### src/verilog/noc_config.svh
// defines for channel count, flit and tag widths, fifo depth and output priority
`ifndef NOC_CONFIG_SVH
`define NOC_CONFIG_SVH

// virtual channels per input port
// three on purpose, so tag value 3 names no channel
`define NUM_VIRT_CHN 3

// bits of a channel tag
// must hold NUM_VIRT_CHN-1
`define VC_WIDTH 2

// payload bits of one flit
`define FLIT_WIDTH 32

// entries per channel fifo
// keep a power of two, pointers wrap on their own
`define VC_FIFO_DEPTH 4

// output arbitration direction
// 1 means highest-numbered channel wins
// 0 means channel 0 wins
`define HIGH_PRIO_ZERO_LOW 1

// worst case flits held inside one port
// all fifos full plus both skid entries
`define PORT_MAX_FLITS ((`NUM_VIRT_CHN * `VC_FIFO_DEPTH) + 2)

`endif

### src/verilog/noc_pkg.sv
// package with flit payload and tag types and the flit link request/response structs
`default_nettype none

package noc_pkg;

  `include "noc_config.svh"

  // one payload word
  typedef logic [`FLIT_WIDTH-1:0] flit_data_t;

  // virtual channel number carried with every flit
  typedef logic [`VC_WIDTH-1:0] vc_id_t;

  // sender side of a flit link
  // fdata sits in the top bits, valid is bit 0
  typedef struct packed {
    // payload
    flit_data_t fdata;
    // channel tag
    vc_id_t     vc_id;
    // flit present, held until ready
    logic       valid;
  } flit_req_t;

  // receiver side of a flit link
  // kept as a struct so new back-channel fields
  // can be added without touching every port list
  typedef struct packed {
    // receiver takes the flit this cycle
    logic ready;
  } flit_resp_t;

  // width of a full request, handy for flattening
  localparam int FLIT_REQ_BITS = $bits(flit_req_t);

  // width of a full response
  localparam int FLIT_RESP_BITS = $bits(flit_resp_t);

endpackage

`default_nettype wire

### src/verilog/flit_skid_buffer.sv
// two-entry flit skid buffer module with registered output and registered ready
`timescale 1ns/1ps
`default_nettype none

module flit_skid_buffer (
  input  logic                clk,
  input  logic                rst_i,
  // upstream side
  input  noc_pkg::flit_req_t  in_req_i,
  output noc_pkg::flit_resp_t in_resp_o,
  // link side
  output noc_pkg::flit_req_t  out_req_o,
  input  noc_pkg::flit_resp_t out_resp_i
);
  import noc_pkg::*;

  // occupancy of the spare register
  typedef enum logic {
    skid_empty_e,
    skid_full_e
  } skid_state_t;

  skid_state_t state_q;

  // main drives the link, spare catches a stalled arrival
  flit_req_t main_q;
  flit_req_t spare_q;

  logic in_fire;
  logic out_fire;
  logic main_free;

  // ready comes straight from a flop
  assign in_resp_o.ready = (state_q == skid_empty_e);

  assign in_fire  = in_req_i.valid && in_resp_o.ready;
  assign out_fire = main_q.valid && out_resp_i.ready;

  // main can take a new flit when idle or draining
  assign main_free = !main_q.valid || out_resp_i.ready;

  always_ff @(posedge clk) begin
    if (rst_i) begin
      state_q      <= skid_empty_e;
      main_q.valid <= 1'b0;
    end else begin
      case (state_q)
        skid_empty_e: begin
          if (in_fire) begin
            if (main_free) begin
              // normal flow, straight into main
              main_q <= in_req_i;
            end else begin
              // link stalled, park it in spare
              spare_q <= in_req_i;
              state_q <= skid_full_e;
            end
          end else if (out_fire) begin
            main_q.valid <= 1'b0;
          end
        end
        skid_full_e: begin
          // main is always valid here
          // refill from spare once the link takes it
          if (out_fire) begin
            main_q  <= spare_q;
            state_q <= skid_empty_e;
          end
        end
        default: state_q <= skid_empty_e;
      endcase
    end
  end

  // link side, all from flops
  assign out_req_o = main_q;

endmodule

`default_nettype wire

### src/verilog/input_datapath.sv
// input datapath module with channel demux, virtual channel fifos and priority output mux
`timescale 1ns/1ps
`default_nettype none

`include "noc_config.svh"

module input_datapath (
  input  logic                clk,
  input  logic                rst_i,
  // from the external sender
  input  noc_pkg::flit_req_t  fin_req_i,
  output noc_pkg::flit_resp_t fin_resp_o,
  // toward the output stage
  output noc_pkg::flit_req_t  fout_req_o,
  input  noc_pkg::flit_resp_t fout_resp_i
);
  import noc_pkg::*;

  // arbitration direction as a plain bit
  localparam bit HIGH_PRIO_TOP = (`HIGH_PRIO_ZERO_LOW != 0);

  // demux side, one lane per channel
  logic [`NUM_VIRT_CHN-1:0] demux_valid;
  logic [`NUM_VIRT_CHN-1:0] demux_ready;

  // fifo heads and per-channel ready back from the mux
  flit_req_t [`NUM_VIRT_CHN-1:0] to_output_req;
  logic      [`NUM_VIRT_CHN-1:0] grant_ready;

  // winner of this cycle's arbitration
  vc_id_t sel_ch;
  logic   sel_hit;

  // one fifo per channel
  // instance index is the channel tag
  for (genvar i = 0; i < `NUM_VIRT_CHN; i++) begin : gen_virtual_channels
    vc_buffer u_virtual_channel_fifo (
      .clk     (clk),
      .rst_i   (rst_i),
      .vc_id_i (vc_id_t'(i)),
      // payload is broadcast, valid picks the lane
      .fdata_i (fin_req_i.fdata),
      .valid_i (demux_valid[i]),
      .ready_o (demux_ready[i]),
      .fdata_o (to_output_req[i].fdata),
      .vc_id_o (to_output_req[i].vc_id),
      .valid_o (to_output_req[i].valid),
      .ready_i (grant_ready[i])
    );
  end

  // input demux
  // steer valid to the tagged fifo and return its ready
  always_comb begin : input_demux
    demux_valid      = '0;
    fin_resp_o       = '0;
    // unknown tag, accept and drop the flit
    fin_resp_o.ready = 1'b1;
    if (int'(fin_req_i.vc_id) < `NUM_VIRT_CHN) begin
      demux_valid[fin_req_i.vc_id] = fin_req_i.valid;
      fin_resp_o.ready             = demux_ready[fin_req_i.vc_id];
    end
  end

  // output mux
  // fixed priority, first valid in scan order wins
  always_comb begin : output_mux
    int idx;
    fout_req_o  = '0;
    grant_ready = '0;
    sel_ch      = '0;
    sel_hit     = 1'b0;
    // scan from the favoured end
    for (int i = 0; i < `NUM_VIRT_CHN; i++) begin
      idx = HIGH_PRIO_TOP ? (`NUM_VIRT_CHN - 1 - i) : i;
      if (to_output_req[idx].valid && !sel_hit) begin
        sel_hit = 1'b1;
        sel_ch  = vc_id_t'(idx);
      end
    end
    // nobody valid, request stays all zero
    if (sel_hit) begin
      fout_req_o = to_output_req[sel_ch];
      // losers see ready low and hold their head
      grant_ready[sel_ch] = fout_resp_i.ready;
    end
  end

endmodule

`default_nettype wire

### src/verilog/noc_input_port.sv
// router input port top module joining the channel datapath to the output skid buffer
`timescale 1ns/1ps
`default_nettype none

module noc_input_port (
  input  logic                clk,
  input  logic                rst_i,
  // external sender
  input  noc_pkg::flit_req_t  fin_req_i,
  output noc_pkg::flit_resp_t fin_resp_o,
  // downstream link, driven from flops
  output noc_pkg::flit_req_t  fout_req_o,
  input  noc_pkg::flit_resp_t fout_resp_i
);
  import noc_pkg::*;

  // datapath to skid buffer link
  flit_req_t  dp_req;
  flit_resp_t dp_resp;

  // demux, channel fifos and arbiter
  // adds one cycle through the fifo
  input_datapath u_input_datapath (
    .clk         (clk),
    .rst_i       (rst_i),
    .fin_req_i   (fin_req_i),
    .fin_resp_o  (fin_resp_o),
    .fout_req_o  (dp_req),
    .fout_resp_i (dp_resp)
  );

  // registered output stage
  // second cycle of latency, absorbs link stalls
  flit_skid_buffer u_out_skid (
    .clk        (clk),
    .rst_i      (rst_i),
    .in_req_i   (dp_req),
    .in_resp_o  (dp_resp),
    .out_req_o  (fout_req_o),
    .out_resp_i (fout_resp_i)
  );

endmodule

`default_nettype wire

### src/verilog/vc_buffer.sv
// per virtual channel flit fifo module with valid/ready on both sides and a fixed tag
`timescale 1ns/1ps
`default_nettype none

`include "noc_config.svh"

module vc_buffer (
  input  logic                clk,
  input  logic                rst_i,
  // channel number of this instance, tied off by parent
  input  noc_pkg::vc_id_t     vc_id_i,
  // write side
  input  noc_pkg::flit_data_t fdata_i,
  input  logic                valid_i,
  output logic                ready_o,
  // read side
  output noc_pkg::flit_data_t fdata_o,
  output noc_pkg::vc_id_t     vc_id_o,
  output logic                valid_o,
  input  logic                ready_i
);
  import noc_pkg::*;

  // index bits into the storage array
  localparam int ADDR_W = $clog2(`VC_FIFO_DEPTH);

  // storage, no reset on payload
  flit_data_t mem [`VC_FIFO_DEPTH];

  // pointers carry one extra wrap bit
  logic [ADDR_W:0] wr_ptr;
  logic [ADDR_W:0] rd_ptr;

  logic full;
  logic empty;
  logic wr_en;
  logic rd_en;

  // same slot, different lap -> full
  assign full = (wr_ptr[ADDR_W] != rd_ptr[ADDR_W]) &&
                (wr_ptr[ADDR_W-1:0] == rd_ptr[ADDR_W-1:0]);

  // same slot, same lap -> empty
  assign empty = (wr_ptr == rd_ptr);

  // full blocks a write even if a read pops this cycle
  assign wr_en = valid_i && !full;

  // pop only what is really there
  assign rd_en = ready_i && !empty;

  // pointer update
  always_ff @(posedge clk) begin
    if (rst_i) begin
      wr_ptr <= '0;
      rd_ptr <= '0;
    end else begin
      if (wr_en) begin
        wr_ptr <= wr_ptr + 1'b1;
      end
      if (rd_en) begin
        rd_ptr <= rd_ptr + 1'b1;
      end
    end
  end

  // payload write
  always_ff @(posedge clk) begin
    if (wr_en) begin
      mem[wr_ptr[ADDR_W-1:0]] <= fdata_i;
    end
  end

  // low only when no slot left
  assign ready_o = !full;

  // head flit, visible the cycle after its write
  assign valid_o = !empty;
  assign fdata_o = mem[rd_ptr[ADDR_W-1:0]];

  // every flit here belongs to this channel
  assign vc_id_o = vc_id_i;

endmodule

`default_nettype wire
### config.mk
export PLATFORM = sky130hd
export DESIGN_NAME = noc_input_port
export DESIGN_NICKNAME = d
export VERILOG_FILES = /design/src/verilog/noc_pkg.sv /design/src/verilog/flit_skid_buffer.sv /design/src/verilog/input_datapath.sv /design/src/verilog/noc_input_port.sv /design/src/verilog/vc_buffer.sv
export VERILOG_INCLUDE_DIRS = /design/src /design/src/verilog
export SDC_FILE = /design/constraint.sdc
export NUM_CORES = 1
export LEC_CHECK = 0
export BUFFER_PORTS_ARGS = -buffer_cell sky130_fd_sc_hd__buf_2
export CORE_UTILIZATION = 60
export CTS_BUF_LIST = sky130_fd_sc_hd__clkbuf_2 sky130_fd_sc_hd__clkbuf_4 sky130_fd_sc_hd__clkbuf_8
export CTS_CLUSTER_SIZE = 12
export DETAILED_ROUTE_END_ITERATION = 7
export PLACE_DENSITY = 0.78
export SLEW_MARGIN = 30
export SYNTH_ARGS = -nofsm -noshare
export SYNTH_HDL_FRONTEND = slang
export SYNTH_HIERARCHICAL = 1
export SYNTH_SLANG_ARGS = --single-unit
### constraint.sdc
create_clock -name clk -period 11.4 [get_ports clk]
set_input_delay 2.28 -clock clk [delete_from_list [all_inputs] [get_ports clk]]
set_output_delay 2.28 -clock clk [all_outputs]
set_load 0.05 [all_outputs]
Word-level counts from Yosys, hierarchy flattened --
Memories as Yosys holds them, arrays and structs flattened. A register that Yosys moved wholly into a read port is not among the register bits. Cells that the tools add are included.
Word-level totals: bits in registers 89, latch bits 0, RAM bits 384, bits in read-only memories 0, bits of input ports 38, output and inout bits 36, word-level logic and storage cells 113, memories 3
Cells by class: add/subtract/negate cells 6, $mul 0, divide/modulo/power cells 0, $lt $le $gt $ge 5, equal/unequal tests 14, shift-type cells 0, mux-type cells 40, bitwise logic cells 5, reduce and logical (&&, ||, !) cells 27
Memories:
- u_input_datapath.gen_virtual_channels[0].u_virtual_channel_fifo.mem | depth 4, bits a word 32, read ports 1, clocked after memory_dff 1, wr ports 1, line vc_buffer.sv:28 | flit_data_t mem [`VC_FIFO_DEPTH];
- u_input_datapath.gen_virtual_channels[1].u_virtual_channel_fifo.mem | depth 4, bits a word 32, read ports 1, clocked after memory_dff 1, wr ports 1, line vc_buffer.sv:28
- u_input_datapath.gen_virtual_channels[2].u_virtual_channel_fifo.mem | depth 4, bits a word 32, read ports 1, clocked after memory_dff 1, wr ports 1, line vc_buffer.sv:28
Operator list (count):
- 35-bit two-way mux | 4
- 35-bit binary-select mux with 2-bit select | 1
- 35-bit case mux with 2 select lines | 1
- 34-bit two-way mux | 1
- 3-bit by 1-bit adder with 3-bit output (second input constant) | 6
- 1-bit two-way mux | 18
- 2-bit two-way mux | 9
- 1-bit logical AND | 15
- 3-bit == test | 3
- 1-bit logical NOT | 8
- 4-bit AND reduction | 2
- 3-bit AND | 2
- 2-bit == test | 3
- 2-bit by 3-bit < comparator with 1-bit output (second input constant) | 2
- 3-bit two-way mux | 2
- 1-bit demux with 2-bit select | 2
- 2-bit by 1-bit greater-or-equal comparator with 1-bit output (second input constant) | 2
- 2-bit by 1-bit inequality test with 1-bit output (second input constant) | 2
- 1-bit inequality test | 3
- 3-bit by 1-bit inequality test with 1-bit output (second input constant) | 1
- 3-bit inequality test (second input constant) | 1
- 1-bit inverter | 3
- 3-bit AND reduction | 1
- 1-bit binary-select mux with 2-bit select | 1
- 4 further kinds | 4

Longest topological paths before layout --
depth in word-level cells 16, gate-level depth with buffers 11, depth with buffers taken out 8

Cells and area by module --
The synthesis kept the hierarchy.
By module, submodules not included:
- vc_buffer | times used 3, cells each 239, area each 5181.2 um^2, seq. area each 4003.8 um^2
- flit_skid_buffer | times used 1, cells each 120, area each 2591.2 um^2, seq. area each 2112.0 um^2
- input_datapath | times used 1, cells each 170, area each 1052.3 um^2, seq. area each 0.0 um^2

Worst setup path before layout --
OpenSTA, ideal clock, no wires.
path kind input-to-output, start point input fin_req_i[1] in the netlist's numbering, end point output fin_resp_o, arrival 3.154 ns, required time 9.120 ns, setup slack 5.966 ns, stages 2, path buffers 0, cell sequence mux2i_1 mux2i_1
Between the ends: cells in the longest elaborated chain, start to end 3, elaborated cells on any way between the ends 4, classes of those cells 1 x order compare; 3 x mux
RTL lines:
- start: declaration | line noc_input_port.sv:9 | input noc_pkg::flit_req_t fin_req_i,
- 1-bit binary-select mux with 2-bit select | line input_datapath.sv:61 | fin_resp_o.ready = demux_ready[fin_req_i.vc_id];
- 1-bit two-way mux (implied by the code) | line input_datapath.sv:61
- 1-bit two-way mux * | line input_datapath.sv:59 | if (int'(fin_req_i.vc_id) < `NUM_VIRT_CHN) begin
- end: declaration | line noc_input_port.sv:10 | output noc_pkg::flit_resp_t fin_resp_o,
Every way passes the cells marked *; elsewhere a longest branch is shown, timed or not. The select of a mux whose other input is x is not followed.

Worst setup path after layout --
Same ends and word-level chain as after synthesis.

==> flow_summary.ini <==
[clock_network]
cts.path.max_buffers = 3
cts_buffers = 75
insertion_delay_ns = 0.59
cts.htree.levels = 3
root_buffer = clkbuf_8
cts_resized = 0
hold_buffers = 0
path_clk_slew_ns = 0.05
post_cts_buffers = 0
clkSinkCount = 479
cts_tree = done

[sta]
setup_tns_ns = 0
fin_skew_ns = 0.0253
grt_setup_unrepaired = no
setup_violations = 0
slew_headroom_pct = 38.5
layout_setup_ws_ns = 6.21
fin_crit_ns = 5.19
slew_violations = 0
final_hold_viol_count = 0
max_freq_ghz = 0.193
tightest_slew_ns = 0.923
period_share_pct = 45.5

[global_route]
grt_pass1_vias = 10117
antenna_found_initial = 2
grt_usage_pct = 23.3
grt_max_degree = 73
grt-ovfl-total = 0
grt_first_pass_wirelength_mm = 57.1

[setup_path]
start_kind = primary input
critical_path_buf_inv_count = 2
worstSetupEndpointType = output pin
critPathMaxFanout = 5
reg2reg_slack_ns = 7.92
cp_slowest_cell = buf_2
path_cells = buf_2 > mux2i_1 > mux2i_1 > buf_2
worstPathRequired_ns = 9.12
setup.worst_path.class = in -> out
critPathMaxStageDelay_ns = 0.27
crit_family = buffers and inverters
worstPathArrival_ns = 2.91

[layout]
syn_to_final_growth_pct = 11.5
antennaDiodeCount = 0
fin_util_pct = 68.0
fill_cells = 1985
num-nets-final = 1168
drive_above_1_share_pct = 30.5

[place]
finalWeightedCongestion = 0.828
numPortBuffers = 73
dp_slack_ns = 6.20
dp_hpwl_mm = 19.8

[floorplan]
design.core.area_um2 = 31500
rows = 65
die-area_um2 = 32700
die_y_um = 181
start_util_pct = 61.0
die_x_um = 181
ios = 74

[logic_synthesis]
synth_cell_types = 39
ys_seq_area_share_pct = 73.6
syn_area_um2 = 19200
synth_ff_type = edfxtp_1
yosys.area.top_type = edfxtp_1
synth_warnings = 6
synth-edff-count = 453
synth_area_leaders = edfxtp_1 (71%), mux4_2 (11%), dfxtp_1 (2.7%)
yosysTopAreaCellShare_pct = 70.9
synthCells = 1007
synth_common_cells = edfxtp_1 (453), mux4_2 (96), a21oi_1 (77)
synthArstFlopShare_pct = 0
yosysMostFrequentCell = edfxtp_1
avgSynthCellArea_um2 = 19.1
ys_seq_elements = 479

[routing]
routed_wirelength_mm = 36.7
route.detailed.drc = 0
wl_per_cell_um = 23.3
dr.pass1.iters = 5
drtAntennaViolNets = 0
drt_iter0_drc = 850
via_per_inst = 6.19
vias = 9722

[worst_hold_path]
hp-class = reg -> reg

[pwr]
leakage_nw = 6.85
powerDensity_nw_per_um2 = 220
p_total_mw = 4.71
peakVddDrop_mv = 0.126

[flow_run]
drv_cap = 0

[status]
outcome = completed
## path summary, 6_finish.rpt
check | startpoint | to | cells past startpoint
max | fin_req_i[1] | fin_resp_o | 4
min | flop | flop | 2
max reg2reg | flop | u_out_skid/out_req_o[7] | 7
min reg2reg | flop | flop | 2
## power breakdown
part / internal, mW / switching [mW] / leakage (nW) / total, mW
combinational: 0.435 / 0.718 / 1.76 / 1.15
clock: 0.766 / 0.625 / 0.763 / 1.39
sequential: 2.11 / 0.0562 / 4.33 / 2.17
## layer usage
metal	routed length [um]	vias up	GRT usage (%)
li1	-	4283	-
met1	14900	4961	31.0
met2	18300	390	38.6
met3	2520	84	5.06
met4	913	4	7.66
met5	27	-	0
## worst register-to-register path, cell delays in order (launching register included)
cell and delay, ns:
dfxtp_1 0.49, xor2_1 0.41, nor2_1 0.21, nand2_4 0.68, or3_1 0.27, nand2b_1 0.14
a221oi_4 0.52, buf_4 0.40
## cell type report
| cell class | count | area (um^2) | area share (%) |
|---|---|---|---|
| Clock buffer | 104 | 1270 | 5.96 |
| Clock inverter | 27 | 174 | 0.813 |
| Inverter | 14 | 52.6 | 0.246 |
| Multi-Input combinational cell | 458 | 4720 | 22.1 |
| Sequential cell | 479 | 14100 | 66.1 |
| Tap cell | 402 | 503 | 2.35 |
| Timing Repair Buffer | 87 | 527 | 2.46 |
## cell usage in the layout, fill, tap and decap left out, types with 4 or more instances in the layout
| cell | netlist | layout |
|---|---|---|
| dfxtp_2 | 0 | 4 |
| nand3_1 | 19 | 19 |
| clkinv_1 | 0 | 15 |
| clkbuf_8 | 0 | 79 |
| xnor2_1 | 9 | 9 |
| nand3b_1 | 34 | 34 |
| clkbuf_4 | 2 | 25 |
| edfxtp_1 | 453 | 453 |
| inv_1 | 14 | 14 |
| nand2_1 | 21 | 19 |
| clkinv_2 | 0 | 7 |
| and2_2 | 0 | 6 |
| nor3b_1 | 13 | 13 |
| nand4_1 | 12 | 12 |
| buf_4 | 12 | 10 |
| mux4_2 | 96 | 96 |
| xor2_1 | 9 | 9 |
| o21ai_0 | 12 | 12 |
| a41oi_1 | 6 | 6 |
| nor2_1 | 5 | 5 |
| dfxtp_1 | 26 | 19 |
| a21oi_1 | 77 | 74 |
| a31oi_1 | 10 | 10 |
| conb_1 | 2 | 6 |
| a211o_1 | 6 | 6 |
| ha_1 | 15 | 15 |
| o211ai_1 | 6 | 6 |
| nor2b_1 | 40 | 40 |
| buf_2 | 24 | 73 |
| mux2_2 | 34 | 34 |
## cell families (layout without fill, tap and decap cells)
kind of cell / count (synthesis) / in the layout / share of synthesized area, %
fa+ha+maj: 15 / 15 / 0.978
flops: 479 / 479 / 73.6
mux: 132 / 132 / 13.4
other cells: 2 / 6 / 0.0391
buf+inv: 74 / 232 / 2.27
xor+xnor: 18 / 18 / 0.822
compound gates: 120 / 120 / 3.59
simple gates: 167 / 167 / 5.32
## per-stage QoR
| step | cell area [um^2] | hold WS [ns] | std cells |
|---|---|---|---|
| after floorplan | 19200 | 0.502 | 1011 |
| after global placement | 19800 | 0.514 | 1436 |
| after detailed placement | 19900 | 0.528 | 1438 |
| after CTS | 21300 | 0.534 | 1569 |
| after global routing | 21400 | 0.562 | 1571 |
| final | 21400 | 0.533 | 1571 |
Note: power is estimated with default switching activity, not from simulation.
